File: src/logic/rdp_geometry_pkg.sv
// *************************************************************************
// Bus geometry of the read datapath: group, slot and word widths, and the
// per-group FIFO entry type shared by the capture FIFOs and the combiner
// *************************************************************************
`default_nettype none

package rdp_geometry_pkg;

	// Read DQS groups on the interface
	localparam int MEM_READ_DQS_WIDTH = 2;
	// DQ bits belonging to one DQS group
	localparam int DQ_GROUP_WIDTH = 4;
	localparam int MEM_DQ_WIDTH = MEM_READ_DQS_WIDTH * DQ_GROUP_WIDTH;

	// Half rate, so one AFI word carries four memory time slots
	localparam int AFI_RATE_RATIO = 2;
	localparam int NUM_TIMESLOTS = 2 * AFI_RATE_RATIO;

	// One DDIO capture beat is two slots of one group
	localparam int BEAT_WIDTH = 2 * DQ_GROUP_WIDTH;
	// Capture bus, one beat per group, group 0 in the low bits
	localparam int DDIO_PHY_DQ_WIDTH = MEM_READ_DQS_WIDTH * BEAT_WIDTH;
	localparam int AFI_DATA_WIDTH = NUM_TIMESLOTS * MEM_DQ_WIDTH;

	// One FIFO entry of one group
	// The capture side fills it a beat at a time, the read side picks it
	// apart slot by slot, so both views describe the same 16 bits
	typedef union packed {
		struct packed {
			// Second beat of the pair, slots T3 and T2
			logic [BEAT_WIDTH-1:0] neg;
			// First beat of the pair, slots T1 and T0
			logic [BEAT_WIDTH-1:0] pos;
		} beats;
		// T0 sits in the lowest bits
		logic [NUM_TIMESLOTS-1:0][DQ_GROUP_WIDTH-1:0] slots;
	} group_entry_u;

endpackage

`default_nettype wire

File: src/logic/rdp_timing_pkg.sv
// *************************************************************************
// Latency and buffering constants of the read datapath, used by the
// latency shifter and the per-group capture FIFOs
// *************************************************************************
`default_nettype none

package rdp_timing_pkg;

	// Number of taps in each latency delay line
	// The sequencer picks one tap with the latency counter
	localparam int MAX_READ_LATENCY = 16;
	// Width of the latency setting, enough to address every tap
	localparam int LATENCY_COUNT_WIDTH = 4;

	// Entries held by each group FIFO
	// One entry is a full four-slot pair of beats
	localparam int READ_FIFO_DEPTH = 8;
	// Pointer width, the pointers wrap naturally at the depth
	localparam int READ_FIFO_ADDR_WIDTH = 3;

endpackage

`default_nettype wire

File: src/logic/read_latency_shifter.sv
// *************************************************************************
// Delays the controller's read requests by the programmed read latency and
// gives the FIFO pop enable and the per-phase read valid from one tap
// *************************************************************************
`timescale 1ns/1ps
`default_nettype none

module read_latency_shifter
	import rdp_geometry_pkg::*;
	import rdp_timing_pkg::*;
(
	input  logic                           pll_afi_clk,
	input  logic                           reset_n_afi_clk,
	input  logic [AFI_RATE_RATIO-1:0]      afi_rdata_en_i,
	input  logic [AFI_RATE_RATIO-1:0]      afi_rdata_en_full_i,
	input  logic [LATENCY_COUNT_WIDTH-1:0] seq_read_latency_counter_i,
	output logic                           read_enable_o,
	output logic [AFI_RATE_RATIO-1:0]      read_valid_o
);

	// One delay line per AFI phase for the data valid requests
	logic [AFI_RATE_RATIO-1:0][MAX_READ_LATENCY-1:0] valid_shift;
	// One delay line for the pop request
	logic [MAX_READ_LATENCY-1:0] full_shift;
	// Any phase of the full request pops a whole entry
	logic full_req;

	assign full_req = |afi_rdata_en_full_i;

	// *********************************************************************
	// Delay lines
	// *********************************************************************

	// A request sampled at edge E sits in bit 0 after E and in bit k after
	// edge E+k, so bit L is the request delayed by L edges
	always_ff @(posedge pll_afi_clk or negedge reset_n_afi_clk)
	begin
		if (!reset_n_afi_clk)
		begin
			valid_shift <= '0;
			full_shift <= '0;
		end
		else
		begin
			for (int p = 0; p < AFI_RATE_RATIO; p++)
			begin
				valid_shift[p] <= {valid_shift[p][MAX_READ_LATENCY-2:0], afi_rdata_en_i[p]};
			end
			full_shift <= {full_shift[MAX_READ_LATENCY-2:0], full_req};
		end
	end

	// *********************************************************************
	// Tap selection
	// *********************************************************************

	// Both paths use the same tap, so the pop and the valid bits can never
	// drift apart whatever latency is programmed
	// The pop enable stays combinational and the FIFOs act on it at the
	// next edge
	assign read_enable_o = full_shift[seq_read_latency_counter_i];

	for (genvar p = 0; p < AFI_RATE_RATIO; p++)
	begin : g_valid_tap
		// Each phase keeps its own enable so that half-word reads show up
		// as a single valid bit
		assign read_valid_o[p] = valid_shift[p][seq_read_latency_counter_i];
	end

endmodule

`default_nettype wire

File: src/logic/read_capture_fifo.sv
// *************************************************************************
// Per-group read FIFO: pairs captured beats into four-slot entries and
// hands one entry to the combiner on every pop from the latency shifter
// *************************************************************************
`timescale 1ns/1ps
`default_nettype none

module read_capture_fifo
	import rdp_geometry_pkg::*;
	import rdp_timing_pkg::*;
(
	input  logic                  pll_afi_clk,
	input  logic                  reset_n_afi_clk,
	input  logic [BEAT_WIDTH-1:0] beat_i,
	input  logic                  beat_valid_i,
	input  logic                  mem_stable_i,
	input  logic                  fifo_reset_i,
	input  logic                  read_enable_i,
	output group_entry_u          entry_o
);

	// Entry storage, filled half by half through the beats view
	group_entry_u mem [READ_FIFO_DEPTH];

	// Entry being assembled on the write side
	logic [READ_FIFO_ADDR_WIDTH-1:0] wr_ptr;
	// Next entry to hand out on a pop
	logic [READ_FIFO_ADDR_WIDTH-1:0] rd_ptr;
	// Low while the next beat is the first of a pair (slots T0 and T1)
	logic neg_beat;
	// Qualified capture strobe for this edge
	logic capture;

	// *********************************************************************
	// Write side
	// *********************************************************************

	// A beat is taken only while the sequencer reports the memory stable
	// During a pointer reset the strobe is ignored as well, so the first
	// beat after the reset is the first beat of a new pair
	assign capture = beat_valid_i && mem_stable_i && !fifo_reset_i;

	// Pairing bit and write pointer
	always_ff @(posedge pll_afi_clk or negedge reset_n_afi_clk)
	begin
		if (!reset_n_afi_clk)
		begin
			wr_ptr <= '0;
			neg_beat <= 1'b0;
		end
		else if (fifo_reset_i)
		begin
			// Held at zero for as long as the sequencer asks
			wr_ptr <= '0;
			neg_beat <= 1'b0;
		end
		else if (capture)
		begin
			neg_beat <= !neg_beat;
			// The entry is complete once its second beat is written
			if (neg_beat)
			begin
				wr_ptr <= wr_ptr + 1'b1;
			end
		end
	end

	// Storage
	// Positive beats land in the low half and negative beats in the high
	// half of the same entry, which puts T0 in the lowest slot
	always_ff @(posedge pll_afi_clk)
	begin
		if (capture)
		begin
			if (neg_beat)
			begin
				mem[wr_ptr].beats.neg <= beat_i;
			end
			else
			begin
				mem[wr_ptr].beats.pos <= beat_i;
			end
		end
	end

	// *********************************************************************
	// Read side
	// *********************************************************************

	// The pop loads the output register and advances the read pointer at
	// the same edge, so the entry is visible one edge after the pop
	// There is no empty check; the controller only asks for entries that
	// were completed before the pop
	always_ff @(posedge pll_afi_clk or negedge reset_n_afi_clk)
	begin
		if (!reset_n_afi_clk)
		begin
			rd_ptr <= '0;
			entry_o <= '0;
		end
		else
		begin
			if (fifo_reset_i)
			begin
				rd_ptr <= '0;
			end
			else if (read_enable_i)
			begin
				rd_ptr <= rd_ptr + 1'b1;
			end
			// Output register follows every pop
			if (read_enable_i)
			begin
				entry_o <= mem[rd_ptr];
			end
		end
	end

endmodule

`default_nettype wire

File: src/logic/rdata_combiner.sv
// *************************************************************************
// Maps the popped group entries into the AFI read word and the sequencer
// read word, and registers the per-phase AFI read valid bits
// *************************************************************************
`timescale 1ns/1ps
`default_nettype none

module rdata_combiner
	import rdp_geometry_pkg::*;
(
	input  logic                      pll_afi_clk,
	input  logic                      reset_n_afi_clk,
	input  group_entry_u              group_entry_i [MEM_READ_DQS_WIDTH],
	input  logic [AFI_RATE_RATIO-1:0] read_valid_i,
	output logic [AFI_DATA_WIDTH-1:0] afi_rdata_o,
	output logic [AFI_RATE_RATIO-1:0] afi_rdata_valid_o,
	output logic [AFI_DATA_WIDTH-1:0] phy_mux_read_fifo_q_o
);

	// *********************************************************************
	// Read valid
	// *********************************************************************

	// The valid bits are registered at the same edge that loads the FIFO
	// output registers, so data and valid leave the datapath together
	always_ff @(posedge pll_afi_clk or negedge reset_n_afi_clk)
	begin
		if (!reset_n_afi_clk)
		begin
			afi_rdata_valid_o <= '0;
		end
		else
		begin
			afi_rdata_valid_o <= read_valid_i;
		end
	end

	// *********************************************************************
	// Data remap
	// *********************************************************************

	// AFI order is slot-major and group-minor, from the top down
	//   G1_T3 G0_T3 G1_T2 G0_T2 G1_T1 G0_T1 G1_T0 G0_T0
	// so slot t of group g starts at t*MEM_DQ_WIDTH + g*DQ_GROUP_WIDTH
	//
	// Sequencer order is group-major and slot-minor
	//   G1_T3 G1_T2 G1_T1 G1_T0 G0_T3 G0_T2 G0_T1 G0_T0
	// which is simply each entry laid down whole, group 0 lowest
	//
	// Both words are pure wiring off the FIFO output registers
	for (genvar g = 0; g < MEM_READ_DQS_WIDTH; g++)
	begin : g_group
		for (genvar t = 0; t < NUM_TIMESLOTS; t++)
		begin : g_slot
			// Slot-major placement for the controller
			assign afi_rdata_o[t*MEM_DQ_WIDTH + g*DQ_GROUP_WIDTH +: DQ_GROUP_WIDTH] =
				group_entry_i[g].slots[t];
			// Group-major placement for calibration reads
			assign phy_mux_read_fifo_q_o[g*$bits(group_entry_u) + t*DQ_GROUP_WIDTH +:
				DQ_GROUP_WIDTH] = group_entry_i[g].slots[t];
		end
	end

endmodule

`default_nettype wire

File: src/logic/read_datapath_top.sv
// *************************************************************************
// Read datapath top level in the AFI clock domain: one capture FIFO per DQS
// group, a shared latency shifter, and the output combiner
// *************************************************************************
`timescale 1ns/1ps
`default_nettype none

module read_datapath_top
	import rdp_geometry_pkg::*;
	import rdp_timing_pkg::*;
(
	input  logic                           pll_afi_clk,
	input  logic                           reset_n_afi_clk,
	input  logic [DDIO_PHY_DQ_WIDTH-1:0]   ddio_phy_dq_i,
	input  logic [MEM_READ_DQS_WIDTH-1:0]  ddio_valid_i,
	input  logic                           seq_reset_mem_stable_i,
	input  logic [MEM_READ_DQS_WIDTH-1:0]  seq_read_fifo_reset_i,
	input  logic [LATENCY_COUNT_WIDTH-1:0] seq_read_latency_counter_i,
	input  logic [AFI_RATE_RATIO-1:0]      afi_rdata_en_i,
	input  logic [AFI_RATE_RATIO-1:0]      afi_rdata_en_full_i,
	output logic [AFI_DATA_WIDTH-1:0]      afi_rdata_o,
	output logic [AFI_RATE_RATIO-1:0]      afi_rdata_valid_o,
	output logic [AFI_DATA_WIDTH-1:0]      phy_mux_read_fifo_q_o
);

	// Pop strobe shared by every group FIFO
	logic read_enable;
	// Delayed per-phase valid, registered in the combiner
	logic [AFI_RATE_RATIO-1:0] read_valid;
	// FIFO output registers, one per group
	group_entry_u group_entry [MEM_READ_DQS_WIDTH];

	// One shifter serves all groups, since all of them run on the AFI clock
	read_latency_shifter u_shifter (
		.pll_afi_clk                (pll_afi_clk),
		.reset_n_afi_clk            (reset_n_afi_clk),
		.afi_rdata_en_i             (afi_rdata_en_i),
		.afi_rdata_en_full_i        (afi_rdata_en_full_i),
		.seq_read_latency_counter_i (seq_read_latency_counter_i),
		.read_enable_o              (read_enable),
		.read_valid_o               (read_valid)
	);

	// *********************************************************************
	// Per-group capture
	// *********************************************************************

	for (genvar g = 0; g < MEM_READ_DQS_WIDTH; g++)
	begin : g_group
		// Each group takes its own beat of the capture bus, group 0 lowest
		read_capture_fifo u_fifo (
			.pll_afi_clk     (pll_afi_clk),
			.reset_n_afi_clk (reset_n_afi_clk),
			.beat_i          (ddio_phy_dq_i[g*BEAT_WIDTH +: BEAT_WIDTH]),
			.beat_valid_i    (ddio_valid_i[g]),
			.mem_stable_i    (seq_reset_mem_stable_i),
			.fifo_reset_i    (seq_read_fifo_reset_i[g]),
			.read_enable_i   (read_enable),
			.entry_o         (group_entry[g])
		);
	end

	// Bus ordering and AFI read valid
	rdata_combiner u_combiner (
		.pll_afi_clk           (pll_afi_clk),
		.reset_n_afi_clk       (reset_n_afi_clk),
		.group_entry_i         (group_entry),
		.read_valid_i          (read_valid),
		.afi_rdata_o           (afi_rdata_o),
		.afi_rdata_valid_o     (afi_rdata_valid_o),
		.phy_mux_read_fifo_q_o (phy_mux_read_fifo_q_o)
	);

endmodule

`default_nettype wire

File: config.mk
export PLATFORM = sky130hd
export DESIGN_NAME = read_datapath_top
export DESIGN_NICKNAME = d
export VERILOG_FILES = /design/src/logic/rdp_geometry_pkg.sv /design/src/logic/rdp_timing_pkg.sv /design/src/logic/read_latency_shifter.sv /design/src/logic/read_capture_fifo.sv /design/src/logic/rdata_combiner.sv /design/src/logic/read_datapath_top.sv
export SDC_FILE = /design/constraint.sdc
export NUM_CORES = 1
export LEC_CHECK = 0
export ABC_CLOCK_PERIOD_IN_PS = 5400
export BUFFER_PORTS_ARGS = -buffer_cell sky130_fd_sc_hd__buf_2
export CAP_MARGIN = 10
export CELL_PAD_IN_SITES_DETAIL_PLACEMENT = 1
export CELL_PAD_IN_SITES_GLOBAL_PLACEMENT = 1
export CORE_MARGIN = 2
export CORE_UTILIZATION = 41
export DETAILED_ROUTE_END_ITERATION = 16
export PLACE_DENSITY = 0.74
export SLEW_MARGIN = 20
export SYNTH_ARGS = -nofsm -noshare
export SYNTH_HDL_FRONTEND = slang
export SYNTH_HIERARCHICAL = 1
export SYNTH_SLANG_ARGS = --single-unit
File: constraint.sdc
create_clock -name pll_afi_clk -period 5.4 [get_ports pll_afi_clk]
set_input_delay 0.81 -clock pll_afi_clk [delete_from_list [all_inputs] [get_ports pll_afi_clk]]
set_output_delay 0.81 -clock pll_afi_clk [all_outputs]
set_load 0.03 [all_outputs]
## After elaboration in Yosys (flattened, before gate mapping)

Memory sizes are Yosys's and may differ from the RTL's. A register that Yosys moved wholly into a read port is not among the register bits.
Index checks and enable logic that the tools add are counted.

| operators by class | value |
|---|---|
| add/sub/neg operators | 4 |
| order comparisons | 1 |
| mux-type cells | 32 |
| reduce and logical (&&, ||, !) cells | 19 |

Operators by type and width:

| cell | number |
|---|---|
| 3-bit 2-to-1 mux | 10 |
| 1-bit 2-to-1 mux | 19 |
| 3-bit by 1-bit adder with 3-bit output (second input constant) | 4 |
| 1-bit binary-select mux with 4-bit select | 3 |
| 2-bit nonzero test | 6 |
| 1-bit logical NOT | 6 |
| 4-bit by 5-bit < comparator with 1-bit output (second input constant) | 1 |
| 1-bit logical AND | 4 |
| 2-bit AND reduction | 2 |
| 2-bit OR reduction | 1 |

| word-level totals | value |
|---|---|
| register bits | 64 |
| memory bits (writable) | 256 |
| bits of input ports | 31 |
| logic and storage cells | 68 |
| memories | 2 |

Memories:

| memory | words | bits a word | rd ports | clocked after Yosys merged registers in | write ports | RTL line | text |
|---|---|---|---|---|---|---|---|
| g_group[0].u_fifo.mem | 8 | 16 | 1 | 1 | 1 | read_capture_fifo.sv:23 | `group_entry_u mem [READ_FIFO_DEPTH];` |
| g_group[1].u_fifo.mem | 8 | 16 | 1 | 1 | 1 | read_capture_fifo.sv:23 |  |

## Longest topological paths before layout

| depth | value |
|---|---|
| depth after elaboration | 4 |
| depth in mapped cells | 8 |
| gate-level depth less buffers | 6 |

## Hierarchy

Netlist, hierarchy kept.

By module, submodules not included:

| module | instances | cells an instance | area an instance (µm²) | seq. area each (µm²) |
|---|---|---|---|---|
| read_capture_fifo | 2 | 367 | 6087.1 | 4419.2 |
| read_latency_shifter | 1 | 78 | 1607.8 | 1201.2 |
| rdata_combiner | 1 | 66 | 530.5 | 50.0 |

## Worst setup path before layout

Ideal clock, no wire load.

| path | value |
|---|---|
| path type | input to register |
| start point | input port seq_read_latency_counter_i[1] |
| end point | register g_group[0].u_fifo/entry_o[0] (netlist bit) (read register of g_group[0].u_fifo.mem) |
| arrival time | 2.573 ns |
| required time | 5.280 ns |
| path slack | 2.707 ns |
| stages on the path | 7 |
| cells stage by stage | clkbuf_1 mux4_2 a22oi_1 nand3_1 buf_2 clkbuf_1 a41o_1 |

| on the way | value |
|---|---|
| longest elaborated chain between the ends | 2 |

RTL lines:

| element | RTL line | text |
|---|---|---|
| start: declaration | read_datapath_top.sv:18 | `input logic [LATENCY_COUNT_WIDTH-1:0] seq_read_latency_counter_i,` |
| 1-bit binary-select mux with 4-bit select | read_latency_shifter.sv:61 | `assign read_enable_o = full_shift[seq_read_latency_counter_i];` |
| 1-bit 2-to-1 mux (not written as such) | read_latency_shifter.sv:61 |  |
| named net read_enable | read_datapath_top.sv:27 | `logic read_enable;` |
| end: declaration | read_capture_fifo.sv:19 | `output group_entry_u entry_o` |

The timed path passes the listed nets, and every way through them passes these cells. The select of a mux whose other input is x is not followed.
A chain may end at the register's enable or synchronous reset.

## Worst setup path after layout

| path | value |
|---|---|
| start point | input port seq_read_latency_counter_i[0] |
| end point | register g_group[1].u_fifo/entry_o[15] (netlist bit) (read register of g_group[1].u_fifo.mem) |

| on the way | value |
|---|---|
| longest elaborated chain between the ends | 2 |

RTL lines:

| element | RTL line |
|---|---|
| 1-bit binary-select mux with 4-bit select | read_latency_shifter.sv:61 |
| 1-bit 2-to-1 mux (not written as such) | read_latency_shifter.sv:61 |
| named net read_enable | read_datapath_top.sv:27 |
| end: declaration | read_capture_fifo.sv:19 |

The timed path passes the listed nets, and every way through them passes these cells. The select of a mux whose other input is x is not followed.

==> flow_summary.yaml <==
status:
  status: "finished, final reports clean"
yosys:
  yosysTopAreaCell: "edfxtp_1"
  synth_most_common_cell: "edfxtp_1"
  synth_flop_cell: "edfxtp_1"
  synth.ff_latch_count: 352
  ys_warn_count: 6
  ys_top_cells_by_area: "edfxtp_1 (54%), dfrtp_1 (17%), mux2i_1 (7.0%)"
  ys_top_cells_by_count: "edfxtp_1 (256), mux2i_1 (100), dfrtp_1 (96)"
  synth_cell_type_count: 30
  syn_area_per_cell_sq_um: 16.3
  syn_nets: 913
  synth_cells: 878
  synthArstFlopShare: 0.273
  synth-seq-area-share: 0.705
  yosysTopAreaCellShare: 0.537
  syn_area_sq_mm: 0.0143
  synth-edff-count: 256
placement:
  post-dp-hpwl_mm: 18.0
  pre_cts_slack_ns: 1.94
  port_buffers: 96
  place_congestion: 0.739
clock_tree:
  clockBufferDepth: 3
  cts_tree: "done"
  path_clk_slew_ns: 0.06
  cts-root-buf: "clkbuf_16"
  cts.sinks: 352
  clk_latency_ns: 0.52
  cts_setup_buffers: 0
  h-tree-depth: 2
  cts_resized: 0
  ctsHoldBuffers: 0
  cts_inserted_buffers: 39
floorplan:
  coreArea_sq_mm: 0.0345
  start_util: 0.415
  boundaryPins: 97
  rows: 68
  die-height_um: 191
  die_area_sq_mm: 0.0364
  die_width_um: 191
critical_path:
  cp.arrival_ns: 3.38
  cp-end-kind: "flip-flop"
  crit_type: "input port to flip-flop"
  cp_max_fo: 70
  slowest_delay_ns: 0.72
  critical_path_required_ns: 5.86
  slowest_stage: "nand3_4"
  cp_cell_sequence: "buf_2, mux4_1, a22oi_1, nand3_4, nor2b_1, a41o_1"
  start_kind: "input port"
global_route:
  first_global_vias: 7732
  met3_usage: 0.0265
  antenna_found_initial: 0
  grt_overflow: 0
  grt_pass1_wl_mm: 45.6
  met1_usage: 0.219
  use_met2: 0.278
  busiest_layer: "met2"
  grt_usage: 0.164
  grt_max_degree: 71
pwr:
  power.leakage_uw: 0.00579
  ir_worst_vdd_mv: 0.296
  power_density_mw_per_mm2: 426
  p_total_uw: 6740
finish:
  diodes: 0
  n_fill_cell: 3327
  area_growth_pct: 10.6
  utilization: 0.460
  regArea_sq_mm: 0.0101
  multi_input_comb_area_sq_mm: 0.00337
  drive_gt1_frac: 0.191
  layout.nets: 945
routing:
  wl_per_cell_um: 21.1
  drc: 0
  dr.pass1.iters: 5
  first_iter_violations: 385
  finalWirelength_mm: 29.4
  vias_per_cell: 5.25
  antenna_left: 0
  via_count: 7324
timing:
  slew_viol_final: 0
  max_slew_margin: 0.306
  setup-violations-final: 0
  tightest_slew_ns: 1.03
  fmax_ghz: 0.342
  fin_ws_ns: 2.48
  fin_crit_ns: 2.92
  hold_viol_final: 0
  tns_ns: 0
  skew_ns: 0.0160
  period_share: 0.542
  hold_slack_ns: 0.322
  rsz0062_at_grt: "no"
min_path:
  hp-class: "input port to asynchronous set/reset pin"
job:
  cap_violations: 0
-- metal layers --
metal | share of wire | vias up
li1 | - | 3343
met1 | 0.44 | 3770
met2 | 0.50 | 164
met3 | 0.041 | 47
met4 | 0.020 | 0
met5 | 0 | -
-- cells in the final DEF (no fill, tap or decap) --
master     instances
a211o_1           32
a21boi_0           2
a22oi_1           34
a22oi_2            1
a41o_1            32
and2b_1            1
and3b_1            2
buf_2             95
buf_4              8
bufinv_16          4
clkbuf_1           8
clkbuf_16         40
clkbuf_8           1
clkinv_1           6
clkinv_2          10
clkinv_8           1
dfrtp_1           94
dfrtp_4            2
edfxtp_1         256
ha_1               4
inv_6              1
mux2i_1          100
mux4_1             8
mux4_2             4
nand2_1           11
nand2b_1           8
nand3_1           39
nand3_4            1
nand4_1            4
nor2_1            43
nor2_4             2
nor2b_1           67
nor2b_4            2
nor3_1             1
nor3_2             7
or2_2              1
xnor2_1            2
xor2_1             6
-- flip-flops by register name (all words and copies together), names as in the netlist --
name,count
u_shifter/valid_shift,32
u_combiner/afi_rdata_valid_o,2
g_group.u_fifo/neg_beat,2
u_shifter/full_shift,16
g_group.u_fifo/wr_ptr,6
g_group.u_fifo/mem,256
g_group.u_fifo/rd_ptr,6
g_group.u_fifo/entry_o,32
-- critical path, delay by kind of cell --
kind	cells	cell delay [ns]
simple gates	2	1.15
mux	1	0.61
compound gates	2	0.43
buf+inv	1	0.30
-- metrics by stage --
| step | instance area (sq um) | instances |
|---|---|---|
| after floorplan | 14300 | 878 |
| after global placement | 14500 | 1324 |
| after detailed placement | 14500 | 1324 |
| after CTS | 15800 | 1395 |
| after global routing | 15800 | 1395 |
| final | 15800 | 1395 |
-- worst paths after layout --
| kind | from | endpoint | slack [ns] | cells past startpoint |
|---|---|---|---|---|
| min in group pll_afi_clk | u_shifter/valid_shift[29] | u_shifter/valid_shift[30] | 0.37 | 0 |
| hold / removal | reset_n_afi_clk | g_group[1].u_fifo/entry_o[8] | 0.32 | 1 |
| max in group asynchronous | reset_n_afi_clk | u_shifter/valid_shift[19] | 3.89 | 2 |
| setup reg to reg | u_shifter/full_shift[2] | g_group[1].u_fifo/entry_o[15] | 2.81 | 5 |
| setup / recovery | seq_read_latency_counter_i[0] | g_group[1].u_fifo/entry_o[15] | 2.48 | 6 |
| hold reg to reg | u_shifter/valid_shift[29] | u_shifter/valid_shift[30] | 0.37 | 0 |
-- area by class of cell --
cell class | count | area share
Tap cell | 455 | 0.0360
Timing Repair Buffer | 103 | 0.0338
Multi-Input combinational cell | 414 | 0.213
Clock buffer | 49 | 0.0660
Sequential cell | 352 | 0.638
Clock inverter | 22 | 0.0137
-- cells by family (layout without fill, tap and decap cells) --
| logic type | after synthesis | after routing | synth area share |
|---|---|---|---|
| simple gates | 189 | 189 | 0.0712 |
| buf+inv | 112 | 174 | 0.0629 |
| xor+xnor | 8 | 8 | 0.00490 |
| mux | 112 | 112 | 0.0909 |
| compound gates | 101 | 101 | 0.0617 |
| flops | 352 | 352 | 0.705 |
| fa+ha+maj | 4 | 4 | 0.00350 |
-- report_power, final --
group | switching [uW] | internal, uW
Combinational | 669 | 335
Sequential | 127 | 3010
Clock | 1030 | 1570
Total | 1830 | 4910
Note: power is estimated with default switching activity, not from simulation.
